<file path="config.mk">
export PLATFORM = sky130hd
export DESIGN_NAME = cart_bus
export DESIGN_NICKNAME = d
export VERILOG_FILES = /design/src/cart_pkg.sv /design/src/cart_bus.sv /design/src/map_decode.sv /design/src/msu_regs.sv /design/src/read_mux.sv /design/src/rom_map.sv
export SDC_FILE = /design/constraint.sdc
export NUM_CORES = 1
export LEC_CHECK = 0
export ABC_AREA = 1
export ABC_CLOCK_PERIOD_IN_PS = 2500
export BUFFER_PORTS_ARGS = -buffer_cell sky130_fd_sc_hd__buf_4
export CORE_MARGIN = 2
export CORE_UTILIZATION = 40
export DETAILED_ROUTE_END_ITERATION = 6
export PLACE_DENSITY_LB_ADDON = 0.2
export SLEW_MARGIN = 20
export SYNTH_ARGS = -nofsm -noshare
export SYNTH_HDL_FRONTEND = slang
export SYNTH_SLANG_ARGS = --single-unit
</file>
<file path="constraint.sdc">
create_clock -name mclk -period 2.5 [get_ports mclk]
set_input_delay 0.25 -clock mclk [delete_from_list [all_inputs] [get_ports mclk]]
set_output_delay 0.25 -clock mclk [all_outputs]
set_load 0.05 [all_outputs]
</file>
<file path="src/cart_pkg.sv">
`default_nettype none

package cart_pkg;

	////////////////////////////////////////
	// Bus widths
	////////////////////////////////////////

	localparam int cpu_addr_w   = 24;
	localparam int rom_addr_w   = 24;
	localparam int bsram_addr_w = 20;
	localparam int data_w       = 8;
	localparam int rom_data_w   = 16; // Low byte at even addresses, high byte at odd.

	////////////////////////////////////////
	// Memory map constants
	////////////////////////////////////////

	localparam logic [7:0]  wram_bank_lo    = 8'h7e; // Console WRAM, never mapped here.
	localparam logic [7:0]  wram_bank_hi    = 8'h7f;
	localparam logic [15:0] msu_base        = 16'h2000; // Window is 2000..2007.
	localparam logic [7:0]  lorom_sram_bank = 8'h70; // LoROM save RAM runs from bank 70 to 7D.

	// Class of a CPU access as seen by the cartridge.
	typedef enum logic [1:0] {
		acc_none,
		acc_rom,
		acc_bsram,
		acc_msu
	} access_t;

	// LoROM splits the bank offset at a15.
	typedef struct packed {
		logic [7:0]  bank;
		logic        a15;
		logic [14:0] offset;
	} lorom_view_t;

	// HiROM uses the whole 16-bit bank offset.
	typedef struct packed {
		logic [7:0]  bank;
		logic [15:0] offset;
	} hirom_view_t;

	typedef union packed {
		lorom_view_t lo;
		hirom_view_t hi;
	} cpu_addr_u;

endpackage

`default_nettype wire

</file>
<file path="src/cart_bus.sv">
`timescale 1ns/1ps
`default_nettype none

module cart_bus import cart_pkg::*; (
	input  logic                    mclk,
	input  logic                    reset,

	input  logic [data_w-1:0]       rom_type,
	input  logic [rom_addr_w-1:0]   rom_mask,
	input  logic [bsram_addr_w-1:0] ram_mask,

	input  logic [cpu_addr_w-1:0]   cpu_addr,
	input  logic [data_w-1:0]       cpu_wdata,
	input  logic                    cpu_rd,
	input  logic                    cpu_wr,
	output logic [data_w-1:0]       cpu_rdata,
	output logic                    cpu_rdata_valid,

	output logic [rom_addr_w-1:0]   rom_addr,
	output logic                    rom_ce_n,
	output logic                    rom_oe_n,
	input  logic [rom_data_w-1:0]   rom_q,

	output logic [bsram_addr_w-1:0] bsram_addr,
	output logic [data_w-1:0]       bsram_d,
	output logic                    bsram_ce_n,
	output logic                    bsram_oe_n,
	output logic                    bsram_we_n,
	input  logic [data_w-1:0]       bsram_q,

	output logic [15:0]             track_num,
	output logic                    track_request,
	input  logic                    track_mounting,
	input  logic                    track_missing,
	output logic [data_w-1:0]       volume,
	output logic                    audio_repeat,
	output logic                    audio_playing
);

	access_t                 access;
	logic [rom_addr_w-1:0]   rom_addr_next;
	logic [bsram_addr_w-1:0] bsram_addr_next;
	access_t                 stage_access;
	logic                    stage_rd;
	logic                    stage_hi_byte;
	logic [data_w-1:0]       msu_rdata;

	////////////////////////////////////////
	// Decode
	////////////////////////////////////////

	map_decode map_decode_i (
		.rom_type        (rom_type),
		.cpu_addr        (cpu_addr),
		.rom_mask        (rom_mask),
		.ram_mask        (ram_mask),
		.access          (access),
		.rom_addr_next   (rom_addr_next),
		.bsram_addr_next (bsram_addr_next)
	);

	////////////////////////////////////////
	// Execute
	////////////////////////////////////////

	rom_map rom_map_i (
		.mclk            (mclk),
		.reset           (reset),
		.cpu_rd          (cpu_rd),
		.cpu_wr          (cpu_wr),
		.cpu_wdata       (cpu_wdata),
		.access          (access),
		.rom_addr_next   (rom_addr_next),
		.bsram_addr_next (bsram_addr_next),
		.rom_addr        (rom_addr),
		.rom_ce_n        (rom_ce_n),
		.rom_oe_n        (rom_oe_n),
		.bsram_addr      (bsram_addr),
		.bsram_d         (bsram_d),
		.bsram_ce_n      (bsram_ce_n),
		.bsram_oe_n      (bsram_oe_n),
		.bsram_we_n      (bsram_we_n),
		.stage_access    (stage_access),
		.stage_rd        (stage_rd),
		.stage_hi_byte   (stage_hi_byte)
	);

	msu_regs msu_regs_i (
		.mclk           (mclk),
		.reset          (reset),
		.cpu_rd         (cpu_rd),
		.cpu_wr         (cpu_wr),
		.cpu_wdata      (cpu_wdata),
		.cpu_addr       (cpu_addr),
		.access         (access),
		.track_mounting (track_mounting),
		.track_missing  (track_missing),
		.msu_rdata      (msu_rdata),
		.track_num      (track_num),
		.track_request  (track_request),
		.volume         (volume),
		.audio_repeat   (audio_repeat),
		.audio_playing  (audio_playing)
	);

	////////////////////////////////////////
	// Result
	////////////////////////////////////////

	read_mux read_mux_i (
		.mclk            (mclk),
		.reset           (reset),
		.stage_access    (stage_access),
		.stage_rd        (stage_rd),
		.stage_hi_byte   (stage_hi_byte),
		.rom_q           (rom_q),
		.bsram_q         (bsram_q),
		.msu_rdata       (msu_rdata),
		.cpu_rdata       (cpu_rdata),
		.cpu_rdata_valid (cpu_rdata_valid)
	);

endmodule

`default_nettype wire

</file>
<file path="src/map_decode.sv">
`timescale 1ns/1ps
`default_nettype none

module map_decode import cart_pkg::*; (
	input  logic [data_w-1:0]       rom_type,
	input  cpu_addr_u               cpu_addr,
	input  logic [rom_addr_w-1:0]   rom_mask,
	input  logic [bsram_addr_w-1:0] ram_mask,
	output access_t                 access,
	output logic [rom_addr_w-1:0]   rom_addr_next,
	output logic [bsram_addr_w-1:0] bsram_addr_next
);

	logic                    hirom;
	logic [7:0]              bank;
	logic                    is_wram;
	logic                    is_msu;
	logic                    lo_rom;
	logic                    lo_sram;
	logic                    hi_rom;
	logic                    hi_sram;
	logic [rom_addr_w-1:0]   lo_rom_addr;
	logic [rom_addr_w-1:0]   hi_rom_addr;
	logic [bsram_addr_w-1:0] lo_sram_addr;
	logic [bsram_addr_w-1:0] hi_sram_addr;

	assign hirom = rom_type[0];
	assign bank  = cpu_addr.hi.bank;

	assign is_wram = (bank == wram_bank_lo) || (bank == wram_bank_hi);
	assign is_msu  = !bank[6] && (cpu_addr.hi.offset[15:3] == msu_base[15:3]);

	////////////////////////////////////////
	// LoROM
	////////////////////////////////////////

	assign lo_rom  = cpu_addr.lo.a15;
	assign lo_sram = !cpu_addr.lo.a15 && (bank[7:4] == lorom_sram_bank[7:4]); // 7E/7F go first.

	assign lo_rom_addr  = {2'b00, bank[6:0], cpu_addr.lo.offset};
	assign lo_sram_addr = {1'b0, bank[3:0], cpu_addr.lo.offset};

	////////////////////////////////////////
	// HiROM
	////////////////////////////////////////

	assign hi_rom  = bank[6] || cpu_addr.hi.offset[15];
	assign hi_sram = (bank[6:5] == 2'b01) && (cpu_addr.hi.offset[15:13] == 3'b011);

	assign hi_rom_addr  = {2'b00, bank[5:0], cpu_addr.hi.offset};
	assign hi_sram_addr = {2'b00, bank[4:0], cpu_addr.hi.offset[12:0]};

	// The register window wins over both mappers.
	always_comb begin
		access          = acc_none;
		rom_addr_next   = (hirom ? hi_rom_addr : lo_rom_addr) & rom_mask;
		bsram_addr_next = (hirom ? hi_sram_addr : lo_sram_addr) & ram_mask;

		if (is_wram) begin
			access = acc_none;
		end else if (is_msu) begin
			access = acc_msu;
		end else if (hirom ? hi_rom : lo_rom) begin
			access = acc_rom;
		end else if (hirom ? hi_sram : lo_sram) begin
			access = acc_bsram;
		end
	end

endmodule

`default_nettype wire

</file>
<file path="src/msu_regs.sv">
`timescale 1ns/1ps
`default_nettype none

module msu_regs import cart_pkg::*; (
	input  logic              mclk,
	input  logic              reset,

	input  logic              cpu_rd,
	input  logic              cpu_wr,
	input  logic [data_w-1:0] cpu_wdata,
	input  cpu_addr_u         cpu_addr,
	input  access_t           access,

	input  logic              track_mounting,
	input  logic              track_missing,

	output logic [data_w-1:0] msu_rdata,
	output logic [15:0]       track_num,
	output logic              track_request,
	output logic [data_w-1:0] volume,
	output logic              audio_repeat,
	output logic              audio_playing
);

	logic [2:0]        reg_sel;
	logic              msu_wr;
	logic              msu_rd;
	logic [data_w-1:0] rd_byte;

	assign reg_sel = cpu_addr.hi.offset[2:0];
	assign msu_wr  = cpu_wr && (access == acc_msu);
	assign msu_rd  = cpu_rd && (access == acc_msu);

	////////////////////////////////////////
	// Register writes
	////////////////////////////////////////

	always_ff @(posedge mclk) begin
		if (reset) begin
			track_num     <= '0;
			track_request <= 1'b0;
			volume        <= '0;
			audio_repeat  <= 1'b0;
			audio_playing <= 1'b0;
		end else begin
			track_request <= 1'b0;
			if (msu_wr) begin
				case (reg_sel)
				3'd4: track_num[7:0] <= cpu_wdata;
				3'd5: begin
					track_num[15:8] <= cpu_wdata;
					track_request   <= 1'b1; // High byte completes the track number.
				end
				3'd6: volume <= cpu_wdata;
				3'd7: begin
					audio_playing <= cpu_wdata[0];
					audio_repeat  <= cpu_wdata[1];
				end
				default: begin
				end
				endcase
			end
		end
	end

	////////////////////////////////////////
	// Status and identity reads
	////////////////////////////////////////

	always_comb begin
		case (reg_sel)
		3'd0: rd_byte = {track_mounting, track_missing, audio_playing, audio_repeat, 4'h0};
		3'd1: rd_byte = "S";
		3'd2: rd_byte = "-";
		3'd3: rd_byte = "M";
		3'd4: rd_byte = "S";
		3'd5: rd_byte = "U";
		3'd6: rd_byte = "1";
		default: rd_byte = 8'h00;
		endcase
	end

	always_ff @(posedge mclk) begin
		if (msu_rd) begin
			msu_rdata <= rd_byte;
		end
	end

endmodule

`default_nettype wire

</file>
<file path="src/read_mux.sv">
`timescale 1ns/1ps
`default_nettype none

module read_mux import cart_pkg::*; (
	input  logic                  mclk,
	input  logic                  reset,

	input  access_t               stage_access,
	input  logic                  stage_rd,
	input  logic                  stage_hi_byte,

	input  logic [rom_data_w-1:0] rom_q,
	input  logic [data_w-1:0]     bsram_q,
	input  logic [data_w-1:0]     msu_rdata,

	output logic [data_w-1:0]     cpu_rdata,
	output logic                  cpu_rdata_valid
);

	logic [data_w-1:0] rom_byte;
	logic [data_w-1:0] rdata_next;

	assign rom_byte = stage_hi_byte ? rom_q[rom_data_w-1:data_w] : rom_q[data_w-1:0];

	always_comb begin
		case (stage_access)
		acc_msu:   rdata_next = msu_rdata;
		acc_bsram: rdata_next = bsram_q;
		acc_rom:   rdata_next = rom_byte;
		default:   rdata_next = cpu_rdata; // Open bus repeats the last byte.
		endcase
	end

	// cpu_rdata doubles as the open-bus latch, so it only moves on reads.
	always_ff @(posedge mclk) begin
		if (reset) begin
			cpu_rdata       <= '0;
			cpu_rdata_valid <= 1'b0;
		end else begin
			cpu_rdata_valid <= stage_rd;
			if (stage_rd) begin
				cpu_rdata <= rdata_next;
			end
		end
	end

endmodule

`default_nettype wire

</file>
<file path="src/rom_map.sv">
`timescale 1ns/1ps
`default_nettype none

module rom_map import cart_pkg::*; (
	input  logic                    mclk,
	input  logic                    reset,

	input  logic                    cpu_rd,
	input  logic                    cpu_wr,
	input  logic [data_w-1:0]       cpu_wdata,

	input  access_t                 access,
	input  logic [rom_addr_w-1:0]   rom_addr_next,
	input  logic [bsram_addr_w-1:0] bsram_addr_next,

	output logic [rom_addr_w-1:0]   rom_addr,
	output logic                    rom_ce_n,
	output logic                    rom_oe_n,

	output logic [bsram_addr_w-1:0] bsram_addr,
	output logic [data_w-1:0]       bsram_d,
	output logic                    bsram_ce_n,
	output logic                    bsram_oe_n,
	output logic                    bsram_we_n,

	output access_t                 stage_access,
	output logic                    stage_rd,
	output logic                    stage_hi_byte
);

	logic rom_hit;
	logic bsram_hit;

	assign rom_hit   = cpu_rd && (access == acc_rom); // ROM ignores writes.
	assign bsram_hit = (cpu_rd || cpu_wr) && (access == acc_bsram);

	// Each strobe is low for the single cycle after its access.
	always_ff @(posedge mclk) begin
		if (reset) begin
			rom_ce_n   <= 1'b1;
			rom_oe_n   <= 1'b1;
			bsram_ce_n <= 1'b1;
			bsram_oe_n <= 1'b1;
			bsram_we_n <= 1'b1;
		end else begin
			rom_ce_n   <= !rom_hit;
			rom_oe_n   <= !rom_hit;
			bsram_ce_n <= !bsram_hit;
			bsram_oe_n <= !(bsram_hit && cpu_rd);
			bsram_we_n <= !(bsram_hit && cpu_wr);
		end
	end

	always_ff @(posedge mclk) begin
		if (rom_hit) begin
			rom_addr <= rom_addr_next;
		end
		if (bsram_hit) begin
			bsram_addr <= bsram_addr_next;
			bsram_d    <= cpu_wdata;
		end
	end

	// Stage one of the read path, consumed by the data mux.
	always_ff @(posedge mclk) begin
		if (reset) begin
			stage_access <= acc_none;
			stage_rd     <= 1'b0;
		end else begin
			stage_access <= (cpu_rd || cpu_wr) ? access : acc_none;
			stage_rd     <= cpu_rd;
		end
	end

	always_ff @(posedge mclk) begin
		stage_hi_byte <= rom_addr_next[0]; // Picks the byte lane of the ROM word.
	end

endmodule

`default_nettype wire
</file>
==> results.md <==
- Design internal power: 2.577 mW
- Number of setup buffers added after CTS: 0
- Critical path's slowest cell: buf_4
- Outcome: finished clean
- Number of cell rows: 38
- Register bit total from synthesis: 101
- Core Util, Final: 57.12%
- Most frequent CP cell: nand2_1
- Critical-path cell list: buf_4 > nor2_1 > nand2_1 > nor2_1 > nand2_1 > a21oi_1 > nand2_1 > nor2_2 > buf_4
- Worst Setup Start Kind: input port
- GRT Util Overall: 19.79%
- Maximum vdd drop: 0.3134 mV
- Die Span X: 108.8 um
- FF-to-FF Start: rom_map_i.stage_access[0]
- Cell area after synthesis: 4395 um^2
- Area grow syn2layout: 40.25%
- DR vias: 3877
- Cells after synthesis: 467
- Layout cells sized above 1: 35.39%
- IO Port Bufs: 193
- DR vias/cell: 4.822
- Final setup viols: 0
- Initial Utilization: 40.73%
- Maximum clock rate: 0.5827 GHz
- Register area share after synthesis: 58.98%
- Core area: 10790 um^2
- Fin cells: 804
- Worst EP required: 2.55 ns
- Bufs and invs on worst path: 2
- NetSw: 0.9494 mW
- Num CTS Buffers: 9
- Crit end category: register
- Placed insts: 788
- CTS tree: built
- Worst-path fanout max: 22
- Synthesis Warnings: 0
- Worst-Margin Slew: 0.7914 ns
- Critical Path Start: cpu_addr[14]
- Final wirelength: 11.65 mm
- Share of power burned in registers: 51.6%
- Largest net degree at the start of global routing: 30
- Worst hold path startpoint: rom_mask[0]
- CP peak stage delay: 0.30 ns
- Full die area: 11840 um^2
- DRT Pass-1 Iters: 4
- Commonest non-fill, non-tap cell in the layout: buf_4
- Antenna diodes: 0
- Clk pwr share: 32.7%
- Initial antenna violation count: 0
- First-pass GRT wire length: 17.77 mm
- Num ports: 207
- Clock transition at path regs: 0.09 ns
- Worst R2R Setup Slack: 0.92 ns
- Clock buffer depth: 2
- RSZ-0062 raised after global routing: false
- Vert. Die Dim: 108.8 um
- Routed Antenna Nets: 0
- Combinational Power Share: 15.7%
- Switch share: 26.92%
- Drt drc: 0
- Placer Congestion: 0.8331
- Tcrit/Tclk final: 68.65%
- Total power: 3.526 mW
- Tmin final: 1.716 ns
- Fin. max-slew vios: 0
- Worst hold path class: input port to register
- Crit-path leading delay family: simple AND/OR/NAND/NOR gates
- Setup TNS: 0 ns
- Average cell area after synthesis: 9.412 um^2
- Power per cell area: 572.0 nW/um^2
- Post_cts resized: 0
- Wirelength per Cell: 14.49 um
- Htree depth: 3
- Fin. Hold Viols: 0
- Worst EP arrival: 1.76 ns
- Gr ovfl total: 0
- Root Driver: clkbuf_8
- Relative slew margins: 47.05%
- Clock latency on the worst-skew pair: 0.37 ns
- Detailed Place HPWL: 8.878 mm
- Cts hold-fix bufs: 0
- Initial DRC count: 225
- LEAKAGE: 2.810 nW
- Crit Path Category: input port to register
- Layout Nets: 776
- Number of global-route vias before repair: 3740
- Hold slack: 0.08497 ns
- Number of distinct library cells after synthesis: 31
- Max_cap viols: 0
- CTS sink cnt: 101
- Layout Skew: 0.008679 ns
- Commonest non-fill, non-tap cells in the layout: buf_4 (197), nand2_1 (124), inv_1 (57), edfxtp_1 (57)
==> metal layers <==
metal	global-route usage, %	wire [um]	vias to the layer above
met5	0	0	-
met4	10.07	292	0
met3	4.483	885	23
met2	33.71	5655	161
met1	23.40	4812	1772
li1	-	-	1921
==> worst reg2reg max path, cell delays in order, from the launching register on <==
cell and delay [ns]:
dfxtp_1 0.35, inv_1 0.07, ha_1 0.19, nor2_1 0.62, o21ai_0 0.16, a21oi_1 0.15
==> synthesized netlist by cell type, drive strengths merged <==
master / number / area, um^2
clkinv: 2 / 8.750
nand3: 7 / 52.55
ha: 3 / 37.54
inv: 60 / 225.2
nor3: 1 / 16.27
nand4: 22 / 173.9
clkbuf: 5 / 18.77
dlygate4sd1: 1 / 8.760
a21oi: 45 / 229.0
buf: 12 / 91.34
o21ai: 20 / 100.1
nand2: 125 / 471.7
o22ai: 8 / 50.05
conb: 1 / 3.750
a21boi: 12 / 90.09
dfxtp: 44 / 880.8
nor2: 42 / 225.2
edfxtp: 57 / 1712
==> metrics by stage <==
| step | setup slack [ns] | area [um^2] |
|---|---|---|
| 3_5_place_dp | 0.4588 | 5943 |
| 5_1_grt | 0.6179 | 6165 |
| 3_3_place_gp | 0.5334 | 5943 |
| 2_1_floorplan | 0.2385 | 4405 |
| 6_report | 0.7839 | 6165 |
| 4_1_cts | 0.8499 | 6165 |
==> area by class of cell <==
class	instances	area [um^2]
fillers	960	4628
flip-flops and latches	101	2592
repair buffers	197	1479
multi-input cells	288	1463
inverters	62	234.0
well taps	140	175.2
clock buffers	9	123.9
clock inverters	7	97.59
==> state kept, by name (all words and copies together), names as in the netlist <==
signal                      flops
msu_regs_i.audio_playing        1
msu_regs_i.audio_repeat         1
msu_regs_i.msu_rdata            8
msu_regs_i.track_num           16
msu_regs_i.track_request        1
msu_regs_i.volume               8
read_mux_i.cpu_rdata            8
read_mux_i.cpu_rdata_valid      1
rom_map_i.bsram_addr           19
rom_map_i.bsram_ce_n            1
rom_map_i.bsram_d               8
rom_map_i.bsram_oe_n            1
rom_map_i.bsram_we_n            1
rom_map_i.rom_addr             22
rom_map_i.rom_ce_n              1
rom_map_i.stage_access          2
rom_map_i.stage_hi_byte         1
rom_map_i.stage_rd              1
==> kinds of logic (layout without fill, tap and decap cells) <==
group | Yosys count | in the layout | synth area share [%]
compound gates | 85 | 85 | 10.67
other cells | 1 | 3 | 0.08532
simple gates | 197 | 197 | 21.38
flops | 101 | 101 | 58.98
fa+ha+maj | 3 | 3 | 0.8541
buf+inv | 80 | 275 | 8.027
==> power by group through the flow <==
stage | Sequential [mW] | Combinational (mW) | Clock [mW]
5_1_grt | 1.83 | 0.595 | 1.24
6_report | 1.82 | 0.554 | 1.15
2_1_floorplan | 2.01 | 0.158 | 0
3_5_place_dp | 1.86 | 0.554 | 0
4_1_cts | 1.82 | 0.556 | 1.17
3_3_place_gp | 1.86 | 0.546 | 0
==> path summary, 6_finish.rpt <==
| path | endpoint | cells after the start |
|---|---|---|
| setup / recovery | rom_map_i.rom_addr[1] | 9 |
| hold / removal | rom_map_i.stage_hi_byte | 3 |
| setup reg to reg | read_mux_i.cpu_rdata[5] | 5 |
| hold reg to reg | read_mux_i.cpu_rdata_valid | 2 |
Note: power is estimated with default switching activity, not from simulation.
